--- src/rtl/cam_pkg.sv ---
/* Fixed capture geometry for a 16x8 raw frame; the crop window is not programmable
   Window columns and rows start on even values so the RGGB phase matches the sensor */
`default_nettype none

package cam_pkg;

    localparam int PIXEL_W = 10;           // Raw Bayer sample width

    // Command op-codes
    localparam logic [7:0] OP_CAPTURE  = 8'h20;
    localparam logic [7:0] OP_READ     = 8'h22;
    localparam logic [7:0] OP_METERING = 8'h25;
    localparam logic [7:0] OP_SIZE     = 8'h31;

    // Crop window, start inclusive, end exclusive
    localparam int CROP_X_START = 4;
    localparam int CROP_X_END   = 12;
    localparam int CROP_Y_START = 2;
    localparam int CROP_Y_END   = 6;

    localparam int BUF_ADDR_W = 6;         // 64 words of 32 bits
    localparam int BYTE_CNT_W = 16;

    // log2 of samples per channel in the window
    localparam int RED_SHIFT   = 3;        // 8 samples
    localparam int GREEN_SHIFT = 4;        // 16 samples
    localparam int BLUE_SHIFT  = 3;        // 8 samples

    localparam int X_W = 5;
    localparam int Y_W = 4;

endpackage

`default_nettype wire

--- src/rtl/buffer_arbiter.sv ---
/* Writer always wins the buffer port; a reader must hold its request until granted
   rd_valid follows rd_grant by exactly one cycle */
`timescale 1ns/1ps
`default_nettype none

module buffer_arbiter (
    input  logic                           clock_spi_in,
    input  logic                           mipi_byte_reset_n,
    input  logic                           wr_req_i,
    input  logic [cam_pkg::BUF_ADDR_W-1:0] wr_addr_i,
    input  logic [31:0]                    wr_data_i,
    input  logic                           rd_req_i,
    input  logic [cam_pkg::BUF_ADDR_W-1:0] rd_addr_i,
    output logic                           wr_grant_o,
    output logic                           rd_grant_o,
    output logic [31:0]                    rd_data_o,
    output logic                           rd_valid_o,
    output logic [cam_pkg::BUF_ADDR_W-1:0] mem_addr_o,
    output logic [31:0]                    mem_wdata_o,
    output logic                           mem_we_o,
    input  logic [31:0]                    mem_rdata_i
);

    assign wr_grant_o  = wr_req_i;
    assign rd_grant_o  = rd_req_i && !wr_req_i;   // Reads only in idle slots
    assign mem_addr_o  = wr_grant_o ? wr_addr_i : rd_addr_i;
    assign mem_wdata_o = wr_data_i;
    assign mem_we_o    = wr_grant_o;
    assign rd_data_o   = mem_rdata_i;

    always_ff @(posedge clock_spi_in or negedge mipi_byte_reset_n) begin
        if (!mipi_byte_reset_n) begin
            rd_valid_o <= 1'b0;
        end else begin
            rd_valid_o <= rd_grant_o;   // RAM read latency
        end
    end

    // A blocked read keeps its request and address for the next slot
    assert property (@(posedge clock_spi_in) disable iff (!mipi_byte_reset_n)
        (rd_req_i && !rd_grant_o) |=> (rd_req_i && $stable(rd_addr_i)))
        else $error("Read request dropped or moved before its grant");

endmodule

`default_nettype wire

--- src/rtl/camera_top.sv ---
/* Single-clock capture subsystem; pixels arrive already deserialized on clock_spi_in */
`timescale 1ns/1ps
`default_nettype none

module camera_top (
    input  logic                        clock_spi_in,
    input  logic                        mipi_byte_reset_n,
    input  logic [7:0]                  op_code_i,
    input  logic                        op_code_valid_i,
    input  logic [7:0]                  operand_i,
    input  logic                        operand_valid_i,
    input  logic [7:0]                  operand_count_i,
    input  logic                        pixel_frame_valid_i,
    input  logic                        pixel_line_valid_i,
    input  logic [cam_pkg::PIXEL_W-1:0] pixel_data_i,
    output logic [7:0]                  response_o,
    output logic                        response_valid_o
);

    logic                           capture_start;
    logic                           capture_busy;
    logic [cam_pkg::BYTE_CNT_W-1:0] capture_bytes;
    logic [7:0]                     meter_red;
    logic [7:0]                     meter_green;
    logic [7:0]                     meter_blue;
    logic                           wr_req;
    logic [cam_pkg::BUF_ADDR_W-1:0] wr_addr;
    logic [31:0]                    wr_data;
    logic                           wr_grant;
    logic                           rd_req;
    logic [cam_pkg::BUF_ADDR_W-1:0] rd_addr;
    logic                           rd_grant;
    logic [31:0]                    rd_data;
    logic                           rd_valid;
    logic [cam_pkg::BUF_ADDR_W-1:0] mem_addr;
    logic [31:0]                    mem_wdata;
    logic                           mem_we;
    logic [31:0]                    mem_rdata;

    cmd_decoder u_cmd_decoder (
        .clock_spi_in, .mipi_byte_reset_n,
        .op_code_i, .op_code_valid_i, .operand_i, .operand_valid_i, .operand_count_i,
        .capture_busy_i(capture_busy), .capture_bytes_i(capture_bytes),
        .meter_red_i(meter_red), .meter_green_i(meter_green), .meter_blue_i(meter_blue),
        .rd_grant_i(rd_grant), .rd_data_i(rd_data), .rd_valid_i(rd_valid),
        .capture_start_o(capture_start), .rd_req_o(rd_req), .rd_addr_o(rd_addr),
        .response_o, .response_valid_o
    );

    capture_ctrl u_capture_ctrl (
        .clock_spi_in, .mipi_byte_reset_n,
        .capture_start_i(capture_start),
        .pixel_frame_valid_i, .pixel_line_valid_i, .pixel_data_i,
        .wr_grant_i(wr_grant),
        .capture_busy_o(capture_busy), .capture_bytes_o(capture_bytes),
        .wr_req_o(wr_req), .wr_addr_o(wr_addr), .wr_data_o(wr_data)
    );

    frame_metering u_frame_metering (
        .clock_spi_in, .mipi_byte_reset_n,
        .pixel_frame_valid_i, .pixel_line_valid_i, .pixel_data_i,
        .meter_red_o(meter_red), .meter_green_o(meter_green), .meter_blue_o(meter_blue)
    );

    buffer_arbiter u_buffer_arbiter (
        .clock_spi_in, .mipi_byte_reset_n,
        .wr_req_i(wr_req), .wr_addr_i(wr_addr), .wr_data_i(wr_data),
        .rd_req_i(rd_req), .rd_addr_i(rd_addr),
        .wr_grant_o(wr_grant), .rd_grant_o(rd_grant),
        .rd_data_o(rd_data), .rd_valid_o(rd_valid),
        .mem_addr_o(mem_addr), .mem_wdata_o(mem_wdata), .mem_we_o(mem_we),
        .mem_rdata_i(mem_rdata)
    );

    image_buffer u_image_buffer (
        .clock_spi_in,
        .addr_i(mem_addr), .wdata_i(mem_wdata), .we_i(mem_we),
        .rdata_o(mem_rdata)
    );

endmodule

`default_nettype wire

--- src/rtl/capture_ctrl.sv ---
/* Captures the first whole frame that starts after capture_start; a running frame is skipped
   Window bytes pack LSB-first into words written from address 0, one word in flight */
`timescale 1ns/1ps
`default_nettype none

module capture_ctrl (
    input  logic                           clock_spi_in,
    input  logic                           mipi_byte_reset_n,
    input  logic                           capture_start_i,
    input  logic                           pixel_frame_valid_i,
    input  logic                           pixel_line_valid_i,
    input  logic [cam_pkg::PIXEL_W-1:0]    pixel_data_i,
    input  logic                           wr_grant_i,
    output logic                           capture_busy_o,
    output logic [cam_pkg::BYTE_CNT_W-1:0] capture_bytes_o,
    output logic                           wr_req_o,
    output logic [cam_pkg::BUF_ADDR_W-1:0] wr_addr_o,
    output logic [31:0]                    wr_data_o
);

    typedef enum logic [1:0] {ST_IDLE, ST_WAIT_GAP, ST_WAIT_FRAME, ST_CAPTURE} state_t;

    state_t                         state_q;
    logic                           lv_q;
    logic [cam_pkg::X_W-1:0]        x_q;
    logic [cam_pkg::Y_W-1:0]        y_q;
    logic [1:0]                     byte_idx_q;
    logic [23:0]                    pack_q;
    logic [31:0]                    hold_q;
    logic [cam_pkg::BUF_ADDR_W-1:0] word_addr_q;
    logic [7:0]                     pix8;
    logic                           in_window;
    logic                           take_pixel;
    logic                           word_done;

    assign pix8       = pixel_data_i[cam_pkg::PIXEL_W-1 -: 8];
    assign in_window  = pixel_line_valid_i &&
                        x_q >= cam_pkg::CROP_X_START && x_q < cam_pkg::CROP_X_END &&
                        y_q >= cam_pkg::CROP_Y_START && y_q < cam_pkg::CROP_Y_END;
    // First frame cycle still counts while the FSM moves into ST_CAPTURE
    assign take_pixel = in_window && (state_q == ST_CAPTURE ||
                        (state_q == ST_WAIT_FRAME && pixel_frame_valid_i));
    assign word_done  = take_pixel && byte_idx_q == 2'd3;

    assign capture_busy_o = capture_start_i || state_q != ST_IDLE;
    assign wr_addr_o      = word_addr_q;
    assign wr_data_o      = hold_q;

    always_ff @(posedge clock_spi_in or negedge mipi_byte_reset_n) begin
        if (!mipi_byte_reset_n) begin
            state_q         <= ST_IDLE;
            lv_q            <= 1'b0;
            x_q             <= '0;
            y_q             <= '0;
            byte_idx_q      <= '0;
            word_addr_q     <= '0;
            wr_req_o        <= 1'b0;
            capture_bytes_o <= '0;
        end else begin
            lv_q <= pixel_line_valid_i;
            x_q  <= pixel_line_valid_i ? x_q + 1'b1 : '0;
            if (!pixel_frame_valid_i) begin
                y_q <= '0;
            end else if (lv_q && !pixel_line_valid_i) begin
                y_q <= y_q + 1'b1;
            end

            case (state_q)
                ST_IDLE:       if (capture_start_i) state_q <= ST_WAIT_GAP;
                ST_WAIT_GAP:   if (!pixel_frame_valid_i) state_q <= ST_WAIT_FRAME;
                ST_WAIT_FRAME: if (pixel_frame_valid_i) state_q <= ST_CAPTURE;
                default:       if (!pixel_frame_valid_i) state_q <= ST_IDLE;
            endcase

            if (capture_start_i) begin
                byte_idx_q      <= '0;
                word_addr_q     <= '0;
                capture_bytes_o <= '0;
            end else begin
                if (take_pixel) byte_idx_q <= byte_idx_q + 1'b1;
                if (wr_grant_i) begin
                    word_addr_q     <= word_addr_q + 1'b1;
                    capture_bytes_o <= capture_bytes_o + 3'd4;
                end
            end

            if (wr_grant_i) wr_req_o <= 1'b0;
            if (word_done)  wr_req_o <= 1'b1;   // New word beats the grant clear
        end
    end

    always_ff @(posedge clock_spi_in) begin
        if (take_pixel && !word_done) pack_q[byte_idx_q*8 +: 8] <= pix8;
        if (word_done) hold_q <= {pix8, pack_q};   // Earliest pixel in bits 7:0
    end

    assert property (@(posedge clock_spi_in) disable iff (!mipi_byte_reset_n)
        word_done |-> !(wr_req_o && !wr_grant_i))
        else $error("Word completed while the previous one still waits for a grant");

endmodule

`default_nettype wire

--- src/rtl/cmd_decoder.sv ---
/* Op-code handler; the response is registered and drops one cycle after op_code_valid
   Read returns a prefetched byte, refilled after each operand strobe and after a capture */
`timescale 1ns/1ps
`default_nettype none

module cmd_decoder (
    input  logic                           clock_spi_in,
    input  logic                           mipi_byte_reset_n,
    input  logic [7:0]                     op_code_i,
    input  logic                           op_code_valid_i,
    input  logic [7:0]                     operand_i,
    input  logic                           operand_valid_i,
    input  logic [7:0]                     operand_count_i,
    input  logic                           capture_busy_i,
    input  logic [cam_pkg::BYTE_CNT_W-1:0] capture_bytes_i,
    input  logic [7:0]                     meter_red_i,
    input  logic [7:0]                     meter_green_i,
    input  logic [7:0]                     meter_blue_i,
    input  logic                           rd_grant_i,
    input  logic [31:0]                    rd_data_i,
    input  logic                           rd_valid_i,
    output logic                           capture_start_o,
    output logic                           rd_req_o,
    output logic [cam_pkg::BUF_ADDR_W-1:0] rd_addr_o,
    output logic [7:0]                     response_o,
    output logic                           response_valid_o
);

    logic                           opv_q;
    logic                           operand_valid_q;
    logic                           busy_q;
    logic                           rd_pending_q;   // Granted, data not back yet
    logic [cam_pkg::BYTE_CNT_W-1:0] byte_ptr_q;
    logic [cam_pkg::BYTE_CNT_W-1:0] byte_ptr_next;
    logic [7:0]                     read_byte_q;
    logic                           read_strobe;

    assign byte_ptr_next = byte_ptr_q + 1'b1;
    assign read_strobe   = op_code_valid_i && op_code_i == cam_pkg::OP_READ &&
                           operand_valid_i && !operand_valid_q;

    always_ff @(posedge clock_spi_in or negedge mipi_byte_reset_n) begin
        if (!mipi_byte_reset_n) begin
            opv_q            <= 1'b0;
            operand_valid_q  <= 1'b0;
            busy_q           <= 1'b0;
            rd_pending_q     <= 1'b0;
            byte_ptr_q       <= '0;
            capture_start_o  <= 1'b0;
            rd_req_o         <= 1'b0;
            rd_addr_o        <= '0;
            response_o       <= '0;
            response_valid_o <= 1'b0;
        end else begin
            opv_q           <= op_code_valid_i;
            operand_valid_q <= operand_valid_i;
            busy_q          <= capture_busy_i;

            capture_start_o <= op_code_valid_i && !opv_q &&
                               op_code_i == cam_pkg::OP_CAPTURE;
            if (op_code_valid_i && !opv_q && op_code_i == cam_pkg::OP_CAPTURE) begin
                byte_ptr_q <= '0;
            end

            if (rd_grant_i) begin
                rd_req_o     <= 1'b0;
                rd_pending_q <= 1'b1;
            end else if (rd_valid_i) begin
                rd_pending_q <= 1'b0;
            end

            if (busy_q && !capture_busy_i) begin   // Prefetch byte 0 after capture
                rd_req_o  <= 1'b1;
                rd_addr_o <= byte_ptr_q[cam_pkg::BUF_ADDR_W+1:2];
            end else if (read_strobe) begin
                byte_ptr_q <= byte_ptr_next;
                rd_req_o   <= 1'b1;
                rd_addr_o  <= byte_ptr_next[cam_pkg::BUF_ADDR_W+1:2];
            end

            response_valid_o <= op_code_valid_i;
            if (op_code_valid_i) begin
                case (op_code_i)
                    cam_pkg::OP_CAPTURE: response_o <= '0;
                    cam_pkg::OP_READ:    response_o <= read_byte_q;
                    cam_pkg::OP_METERING: begin
                        case (operand_count_i)
                            8'd0:    response_o <= meter_red_i;
                            8'd1:    response_o <= meter_green_i;
                            8'd2:    response_o <= meter_blue_i;
                            default: response_o <= '0;
                        endcase
                    end
                    cam_pkg::OP_SIZE: begin
                        case (operand_count_i)
                            8'd0:    response_o <= capture_bytes_i[7:0];
                            8'd1:    response_o <= capture_bytes_i[15:8];
                            default: response_o <= '0;
                        endcase
                    end
                    default: response_o <= operand_i;   // Echo for link checks
                endcase
            end
        end
    end

    // Byte lane picked by the pointer, byte 0 in bits 7:0
    always_ff @(posedge clock_spi_in) begin
        if (rd_valid_i && rd_pending_q) begin
            read_byte_q <= rd_data_i[byte_ptr_q[1:0]*8 +: 8];
        end
    end

    // The granted read is still in flight on the next cycle
    assert property (@(posedge clock_spi_in) disable iff (!mipi_byte_reset_n)
        rd_grant_i |=> !rd_req_o)
        else $error("Read request raised while a read is outstanding");

endmodule

`default_nettype wire

--- src/rtl/frame_metering.sv ---
/* Averages R, G and B over the fixed window on every frame, RGGB with red at (even, even)
   Outputs change only one cycle after frame-valid falls */
`timescale 1ns/1ps
`default_nettype none

module frame_metering (
    input  logic                        clock_spi_in,
    input  logic                        mipi_byte_reset_n,
    input  logic                        pixel_frame_valid_i,
    input  logic                        pixel_line_valid_i,
    input  logic [cam_pkg::PIXEL_W-1:0] pixel_data_i,
    output logic [7:0]                  meter_red_o,
    output logic [7:0]                  meter_green_o,
    output logic [7:0]                  meter_blue_o
);

    localparam int RED_W   = 8 + cam_pkg::RED_SHIFT;
    localparam int GREEN_W = 8 + cam_pkg::GREEN_SHIFT;
    localparam int BLUE_W  = 8 + cam_pkg::BLUE_SHIFT;

    logic                    lv_q;
    logic                    fv_q;
    logic [cam_pkg::X_W-1:0] x_q;
    logic [cam_pkg::Y_W-1:0] y_q;
    logic [RED_W-1:0]        red_sum_q;
    logic [GREEN_W-1:0]      green_sum_q;
    logic [BLUE_W-1:0]       blue_sum_q;
    logic [7:0]              pix8;
    logic                    in_window;
    logic                    frame_end;

    assign pix8      = pixel_data_i[cam_pkg::PIXEL_W-1 -: 8];
    assign frame_end = fv_q && !pixel_frame_valid_i;
    assign in_window = pixel_line_valid_i &&
                       x_q >= cam_pkg::CROP_X_START && x_q < cam_pkg::CROP_X_END &&
                       y_q >= cam_pkg::CROP_Y_START && y_q < cam_pkg::CROP_Y_END;

    always_ff @(posedge clock_spi_in or negedge mipi_byte_reset_n) begin
        if (!mipi_byte_reset_n) begin
            lv_q          <= 1'b0;
            fv_q          <= 1'b0;
            x_q           <= '0;
            y_q           <= '0;
            red_sum_q     <= '0;
            green_sum_q   <= '0;
            blue_sum_q    <= '0;
            meter_red_o   <= '0;
            meter_green_o <= '0;
            meter_blue_o  <= '0;
        end else begin
            lv_q <= pixel_line_valid_i;
            fv_q <= pixel_frame_valid_i;
            x_q  <= pixel_line_valid_i ? x_q + 1'b1 : '0;
            if (!pixel_frame_valid_i) begin
                y_q <= '0;
            end else if (lv_q && !pixel_line_valid_i) begin
                y_q <= y_q + 1'b1;   // Line end
            end

            if (frame_end) begin
                meter_red_o   <= red_sum_q[RED_W-1:cam_pkg::RED_SHIFT];
                meter_green_o <= green_sum_q[GREEN_W-1:cam_pkg::GREEN_SHIFT];
                meter_blue_o  <= blue_sum_q[BLUE_W-1:cam_pkg::BLUE_SHIFT];
                red_sum_q     <= '0;
                green_sum_q   <= '0;
                blue_sum_q    <= '0;
            end else if (in_window) begin
                if (y_q[0] ^ x_q[0]) green_sum_q <= green_sum_q + pix8;
                else if (y_q[0])     blue_sum_q  <= blue_sum_q + pix8;
                else                 red_sum_q   <= red_sum_q + pix8;
            end
        end
    end

endmodule

`default_nettype wire

--- src/rtl/image_buffer.sv ---
/* Single-port RAM, read data one cycle after the address; no reset on contents */
`timescale 1ns/1ps
`default_nettype none

module image_buffer (
    input  logic                          clock_spi_in,
    input  logic [cam_pkg::BUF_ADDR_W-1:0] addr_i,
    input  logic [31:0]                   wdata_i,
    input  logic                          we_i,
    output logic [31:0]                   rdata_o
);

    logic [31:0] mem [2**cam_pkg::BUF_ADDR_W];

    always_ff @(posedge clock_spi_in) begin
        if (we_i) begin
            mem[addr_i] <= wdata_i;
        end
        rdata_o <= mem[addr_i];   // Old data on a write cycle
    end

endmodule

`default_nettype wire

--- config.mk ---
export PLATFORM = sky130hd
export DESIGN_NAME = camera_top
export DESIGN_NICKNAME = d
export VERILOG_FILES = /design/src/rtl/cam_pkg.sv /design/src/rtl/buffer_arbiter.sv /design/src/rtl/camera_top.sv /design/src/rtl/capture_ctrl.sv /design/src/rtl/cmd_decoder.sv /design/src/rtl/frame_metering.sv /design/src/rtl/image_buffer.sv
export SDC_FILE = /design/constraint.sdc
export NUM_CORES = 2
export LEC_CHECK = 0
export BUFFER_PORTS_ARGS = -buffer_cell sky130_fd_sc_hd__buf_4
export CAP_MARGIN = 20
export CORE_UTILIZATION = 50
export CTS_CLUSTER_DIAMETER = 50
export DETAILED_ROUTE_END_ITERATION = 7
export HOLD_SLACK_MARGIN = 0.03
export PLACE_DENSITY = 0.65
export SKIP_LAST_GASP = 1
export SYNTH_ARGS = -nofsm -noshare
export SYNTH_HDL_FRONTEND = slang
export SYNTH_HIERARCHICAL = 1
export SYNTH_SLANG_ARGS = --single-unit
export TNS_END_PERCENT = 1
--- constraint.sdc ---
create_clock -name clock_spi_in -period 8.3 [get_ports clock_spi_in]
set_clock_uncertainty 0.05 [all_clocks]
set_input_delay 0.415 -clock clock_spi_in [delete_from_list [all_inputs] [get_ports clock_spi_in]]
set_output_delay 0.415 -clock clock_spi_in [all_outputs]
set_load 0.03 [all_outputs]
======== Word-level counts from Yosys, hierarchy flattened ========
Memory sizes are Yosys's and may differ from the RTL's. A register that Yosys moved wholly into a read port is not among the register bits.
Cells that the tools add are included.
storage, ports and cells
  bits in writable memories ............... 2048
  memories kept ........................... 1
  output and inout bits ................... 9
  register bits after elaboration ......... 206
memory list
  memory              words  bits a word  rd ports  clocked after memory_dff  wr ports  RTL line            RTL
  u_image_buffer.mem  64     32           1         1                         1         image_buffer.sv:13  logic [31:0] mem [2**cam_pkg::BUF_ADDR_W];
operators by class
  $lt $le $gt $ge ......................... 8
  muxes and demuxes ....................... 46
  $add $sub $neg .......................... 12
  reductions and logical operators ........ 46
  bitwise logic cells ..................... 1
  shift-type cells ........................ 3
  equal/unequal tests ..................... 17
operators with widths
  kind                                                        count
  two-way mux 11 bit                                          8
  two-way mux 16 bit                                          5
  two-way mux 12 bit                                          3
  negator 5 -> 34 bit                                         1
  variable shift 8 x 34 -> 24 bit, first input constant       1
  variable part select 8 x 34 -> 24 bit                       1
  equality test 8 x 6 -> 1 bit, second input constant         4
  case mux 8 bit (4 select lines)                             1
  variable part select 32 x 6 -> 8 bit                        1
  two-way mux 6 bit                                           5
  bitwise mux 24 bit                                          1
  case mux 8 bit (3 select lines)                             1
  adder 11 x 8 -> 11 bit                                      2
  logical AND 1 bit                                           22
  adder 16 x 1 -> 16 bit, second input constant               1
  adder 16 x 3 -> 16 bit, second input constant               1
  two-way mux 4 bit                                           4
  case mux 8 bit (2 select lines)                             1
  nonzero test 2 bit                                          8
  adder 12 x 8 -> 12 bit                                      1
  two-way mux 2 bit                                           6
  adder 5 x 1 -> 5 bit, second input constant                 2
  >= comparator 5 x 3 -> 1 bit, second input constant         2
  less-than comparator 5 x 4 -> 1 bit, second input constant  2
  24 further kinds                                            49

======== Depth between registers and ports, before layout ========
  depth after elaboration ................. 9
  gate-level depth with buffers ........... 15
  mapped depth without buffers ............ 8

======== Cells and area by module ========
Netlist, hierarchy kept.
modules (own cells, without submodules)
  module          times used  area an instance (um^2)  cells each  sequential area each (um^2)
  image_buffer    1           78928.2                  4239        62139.6
  frame_metering  1           3965.1                   439         1726.7
  capture_ctrl    1           3748.6                   263         2557.5
  cmd_decoder     1           2235.9                   185         940.9
  buffer_arbiter  1           630.6                    75          25.0

======== Least setup slack after synthesis ========
No wires, ideal clock.
  kind .................................... reg2reg
  start point ............................. register u_capture_ctrl.wr_req_o
  end point ............................... memory u_image_buffer.mem[11][0], enable pin
  library setup time ...................... 0.421 ns
  cell stages (with the launch flop) ...... 12
  slack ................................... 4.183 ns
  path buffers ............................ 7
  arrival ................................. 3.646 ns
  data required time ...................... 7.829 ns
  cells stage by stage .................... dfrtp_1 > buf_6 > mux2_4 > buf_2 > buf_2 > buf_2 > buf_2 > buf_2 > buf_2 > nor2b_1 > nand2_1 > nor2_1
on the way
  elaborated cells between the ends (all ways) .. 3
RTL lines
  what                    RTL line              RTL
  start, declared         capture_ctrl.sv:16    output logic wr_req_o,
  start signal, assigned  capture_ctrl.sv:57    wr_req_o <= 1'b0;
  start signal, assigned  capture_ctrl.sv:87    if (wr_grant_i) wr_req_o <= 1'b0;
  start signal, assigned  capture_ctrl.sv:88    if (word_done) wr_req_o <= 1'b1;
  two-way mux 6 bit       buffer_arbiter.sv:26  assign mem_addr_o = wr_grant_o ? wr_addr_i : rd_addr_i;
  via mem_addr (one bit)  camera_top.sv:35      logic [cam_pkg::BUF_ADDR_W-1:0] mem_addr;
  end, declared           image_buffer.sv:13
The timed path passes the listed nets, and every way through them passes these cells.

======== Worst setup path in the final report ========
  start point ............................. register u_capture_ctrl.wr_req_o
  end point ............................... register u_image_buffer.rdata_o[26] (read register of u_image_buffer.mem)
on the way
  longest elaborated chain between the ends .. 1
RTL lines
  what                    RTL line              RTL
  two-way mux 6 bit       buffer_arbiter.sv:26
  via mem_addr (one bit)  camera_top.sv:35
  end, declared           image_buffer.sv:10    output logic [31:0] rdata_o
The timed path passes the listed nets, and every way through them passes these cells.
A chain may end at the register's enable or synchronous reset.

==> results by group <==
Outcome
  – Status: finished clean

Timing
  – Slew Limit Fails: 0
  – Worst Tran Pin Value: between 1 and 1.5 ns
  – Fin crit share: between 60% and 70%
  – Setup-failing EPs final: 0
  – PnR worst setup slack: 3.07 ns
  – Hold slack: 0.0980 ns
  – TNS Setup: 0 ns
  – Final Hold Vio Count: 0
  – Fmax: 191 MHz
  – Fin crit period: 5.23 ns
  – Relative slew slack: 14.1%
  – RSZ-0062 raised after global routing: no

Placement
  – # port buffers: 46
  – Detailed Place HPWL: 133 mm
  – Dpl ws: about 3.1 ns
  – Routability cong.: 0.866

Finish
  – Nets: between 5000 and 6000
  – FILL cells: 13429
  – Multi-input gate area: roughly 21000 um2
  – Commonest non-fill, non-tap cell in the layout: edfxtp_1
  – Layout area overhead: 12.0%
  – Layout cells sized above 1: 16.6%
  – Most frequent cells in the layout: edfxtp_1 (2112), mux2i_1 (275), clkbuf_16 (224)
  – Sequential cell area: 67400 um2

GRT
  – Vias in the first global route: 48496
  – Total GRT Usage: 26.3%
  – Initial antenna violation count: 24
  – Largest net degree at the start of global routing: 99
  – Grt ovf: 0
  – First-pass GRT wire length: 342 mm

Synthesis
  – Top cell type's share of synthesized area: 70.9%
  – Yosys warnings: 6
  – Seq cells post-synth: ~2300
  – Cell area after synthesis: 89500 um2
  – Netlist cell types: roughly 90
  – Sequential share of the synthesized area: 75.3%
  – Post-synthesis cell count: 5201
  – Async set-reset flop share out of synthesis: 5.84%
  – Cell taking the most area after synthesis: edfxtp_1
  – Synth Area per Inst: roughly 17 um2
  – Ys flop type: edfxtp_1
  – Dominant cells by area after synthesis: edfxtp_1 (71%), dfrtp_1 (3.7%), mux2i_1 (3.1%)
  – Number of synthesized flops with an enable pin: around 2100

Power and ir drop
  – VDD IR-drop max: roughly 0.00022 V
  – Power per cell area: approximately 230 nW/um2
  – Switching Share: between 20% and 30%
  – Clock power share: 43.7%
  – Pleak: 32.4 nW
  – Comb pwr share: 1.5%
  – Sw Pwr: 4.58 mW
  – Sequential share of power: 54.8%
  – Internal cell power: between 15 and 20 mW

Route
  – Pre-antenna DRT Iters: 8
  – DR iter-0 viols: between 6000 and 7000
  – Via Count: ~50000
  – Routed wire per std cell: approximately 31 um
  – Drt via density: 6.39
  – DRC: 0
  – ANT nets after route: 0
  – WL final: about 240 mm

Setup path
  – CP peak stage delay: 1.09 ns
  – Critical Path Sink Type: register
  – Most used cell, CP: buf_4
  – Setup CP Type: register to register
  – Slowest-stage cell, CP: a2111oi_0
  – Crit path launch type: register
  – CP Cell Sequence: mux2_8, buf_12, nand2b_2, buf_4, nor2_2, buf_4, a22oi_1, a31oi_1, a2111oi_0, nand3_1
  – CP arrival: 5.89 ns
  – Worst Path Required: 8.96 ns
  – Critical Path Fanout Max: 84

Die
  – Core footprint: 177000 um2
  – FP Rows: about 150
  – Die Span X: 425 um
  – DIE AREA: 181000 um2
  – Die Y: 425 um
  – Starting Density: 50.6%
  – Boundary pin count: 49

CTS
  – CTS root buffer: clkbuf_16
  – CTS sink count: approximately 2300
  – CTS Buf Count: between 200 and 250
  – Post-CTS Setup Bufs: 0
  – CTS tree: done
  – Clock Latency Late Sink: 0.88 ns
  – Clk pin slew, worst setup/hold paths: roughly 0.06 ns
  – Longest Clk Path Bufs: 3
  – H-tree depth: 4

Job
  – Reported max-cap violation count: 0

Min path
  – Hold Crit Class: input pin to register
## path summary, 6_finish.rpt
path	startpoint	end	slack, ns	depth (start not counted)
min in group asynchronous	mipi_byte_reset_n	u_capture_ctrl/x_q[0]	0.54	3
min	operand_count_i[4]	u_cmd_decoder/response_o[1]	0.1	5
min reg2reg	u_capture_ctrl/pack_q[23]	u_capture_ctrl/wr_data_o[23]	0.37	0
max reg2reg	u_capture_ctrl/wr_req_o	u_image_buffer/rdata_o[26]	3.07	10
max in group asynchronous	mipi_byte_reset_n	u_capture_ctrl/state_q[1]	6.25	4
max	u_capture_ctrl/wr_req_o	u_image_buffer/rdata_o[26]	3.07	10
## routing by layer
layer	up-vias	track usage (%)	wire, um
met5	-	0.317	206
met4	16	9.52	8830
met3	419	6.09	24400
met2	2459	41.5	113000
met1	25878	36.0	93100
li1	21169	-	-
## metrics by stage
stage	power (mW)	util, %	area, um2	cells
after floorplan	12.9	-	89500	5202
after global placement	13.0	52.4	92700	7357
after detailed placement	13.0	52.4	92700	7359
after CTS	22.8	56.7	100000	7811
after global routing	23.3	56.7	100000	7813
final	22.7	56.7	100000	7815
## Yosys cell counts (46+ instances only)
master	instances
and2_1	49
a21oi_1	172
mux2_2	157
buf_2	91
mux4_2	104
o22a_1	76
a22o_1	67
and3_1	90
a22oi_1	188
nand3_1	68
nand2_1	142
clkbuf_1	183
dfrtp_1	133
a221oi_1	184
o22ai_1	94
edfxtp_1	2112
mux2i_1	275
buf_4	77
a31oi_1	46
o21ai_0	118
nor2_1	193
## registers in the layout, indices dropped and copies added (netlist names), 6 cells and up
signal                          flops
u_cmd_decoder/byte_ptr_q            8
u_cmd_decoder/read_byte_q           8
u_image_buffer/mem               2048
u_capture_ctrl/pack_q              24
u_frame_metering/meter_red_o        8
u_frame_metering/meter_green_o      8
u_cmd_decoder/rd_addr_o             6
u_frame_metering/green_sum_q       12
u_cmd_decoder/response_o            8
u_frame_metering/blue_sum_q        11
u_frame_metering/meter_blue_o       8
u_image_buffer/rdata_o             32
u_capture_ctrl/wr_data_o           32
u_frame_metering/red_sum_q         11
u_capture_ctrl/wr_addr_o            6
u_capture_ctrl/capture_bytes_o     14
## kinds of logic (layout without fill, tap and decap cells)
logic type,Yosys count,after routing,synth area share (%)
DFF,2277,2277,75.3
AOI/OAI and AO/OA,1114,1114,9.04
and+or+nand+nor,756,756,4.52
muxes,542,542,7.77
buffers and inverters,430,700,2.37
adders and majority gates,47,47,0.682
xor gates and xnor gates,34,34,0.333
other,1,5,0.00419
## worst max-delay path, delay by kind of cell (launching register included)
family                 cells  cell delay, ns
AOI/OAI and AO/OA          3            1.50
buffers and inverters      3            1.16
DFF                        1            0.70
muxes                      1            0.66
and+or+nand+nor            3            0.87
## area by class of cell
class / instances / share of cell area [%]
clock inverter: 130 / 1.30
sequential: 2277 / 67.2
tap: 2340 / 2.92
multi-input combinational: 2495 / 20.6
clock buffer: 292 / 5.88
antenna: 3 / 0.00749
inverter: 34 / 0.135
timing repair buffer: 244 / 1.96
## timing repair
action                                  CTS  global route
endpoints found under the setup margin    0             0
gates resized for setup                   0             0
hold buffers                             30             0
hold endpoints to repair                136             0
## power groups by stage
stage | sequential (mW) | combinational [mW] | clock (mW)
after detailed placement | 12.7 | 0.321 | 0
after floorplan | 12.7 | 0.205 | 0
after CTS | 12.5 | 0.335 | 10.0
after global routing | 12.5 | 0.369 | 10.5
final | 12.5 | 0.333 | 9.93
after global placement | 12.7 | 0.311 | 0
(Power assumes the default switching activity.)
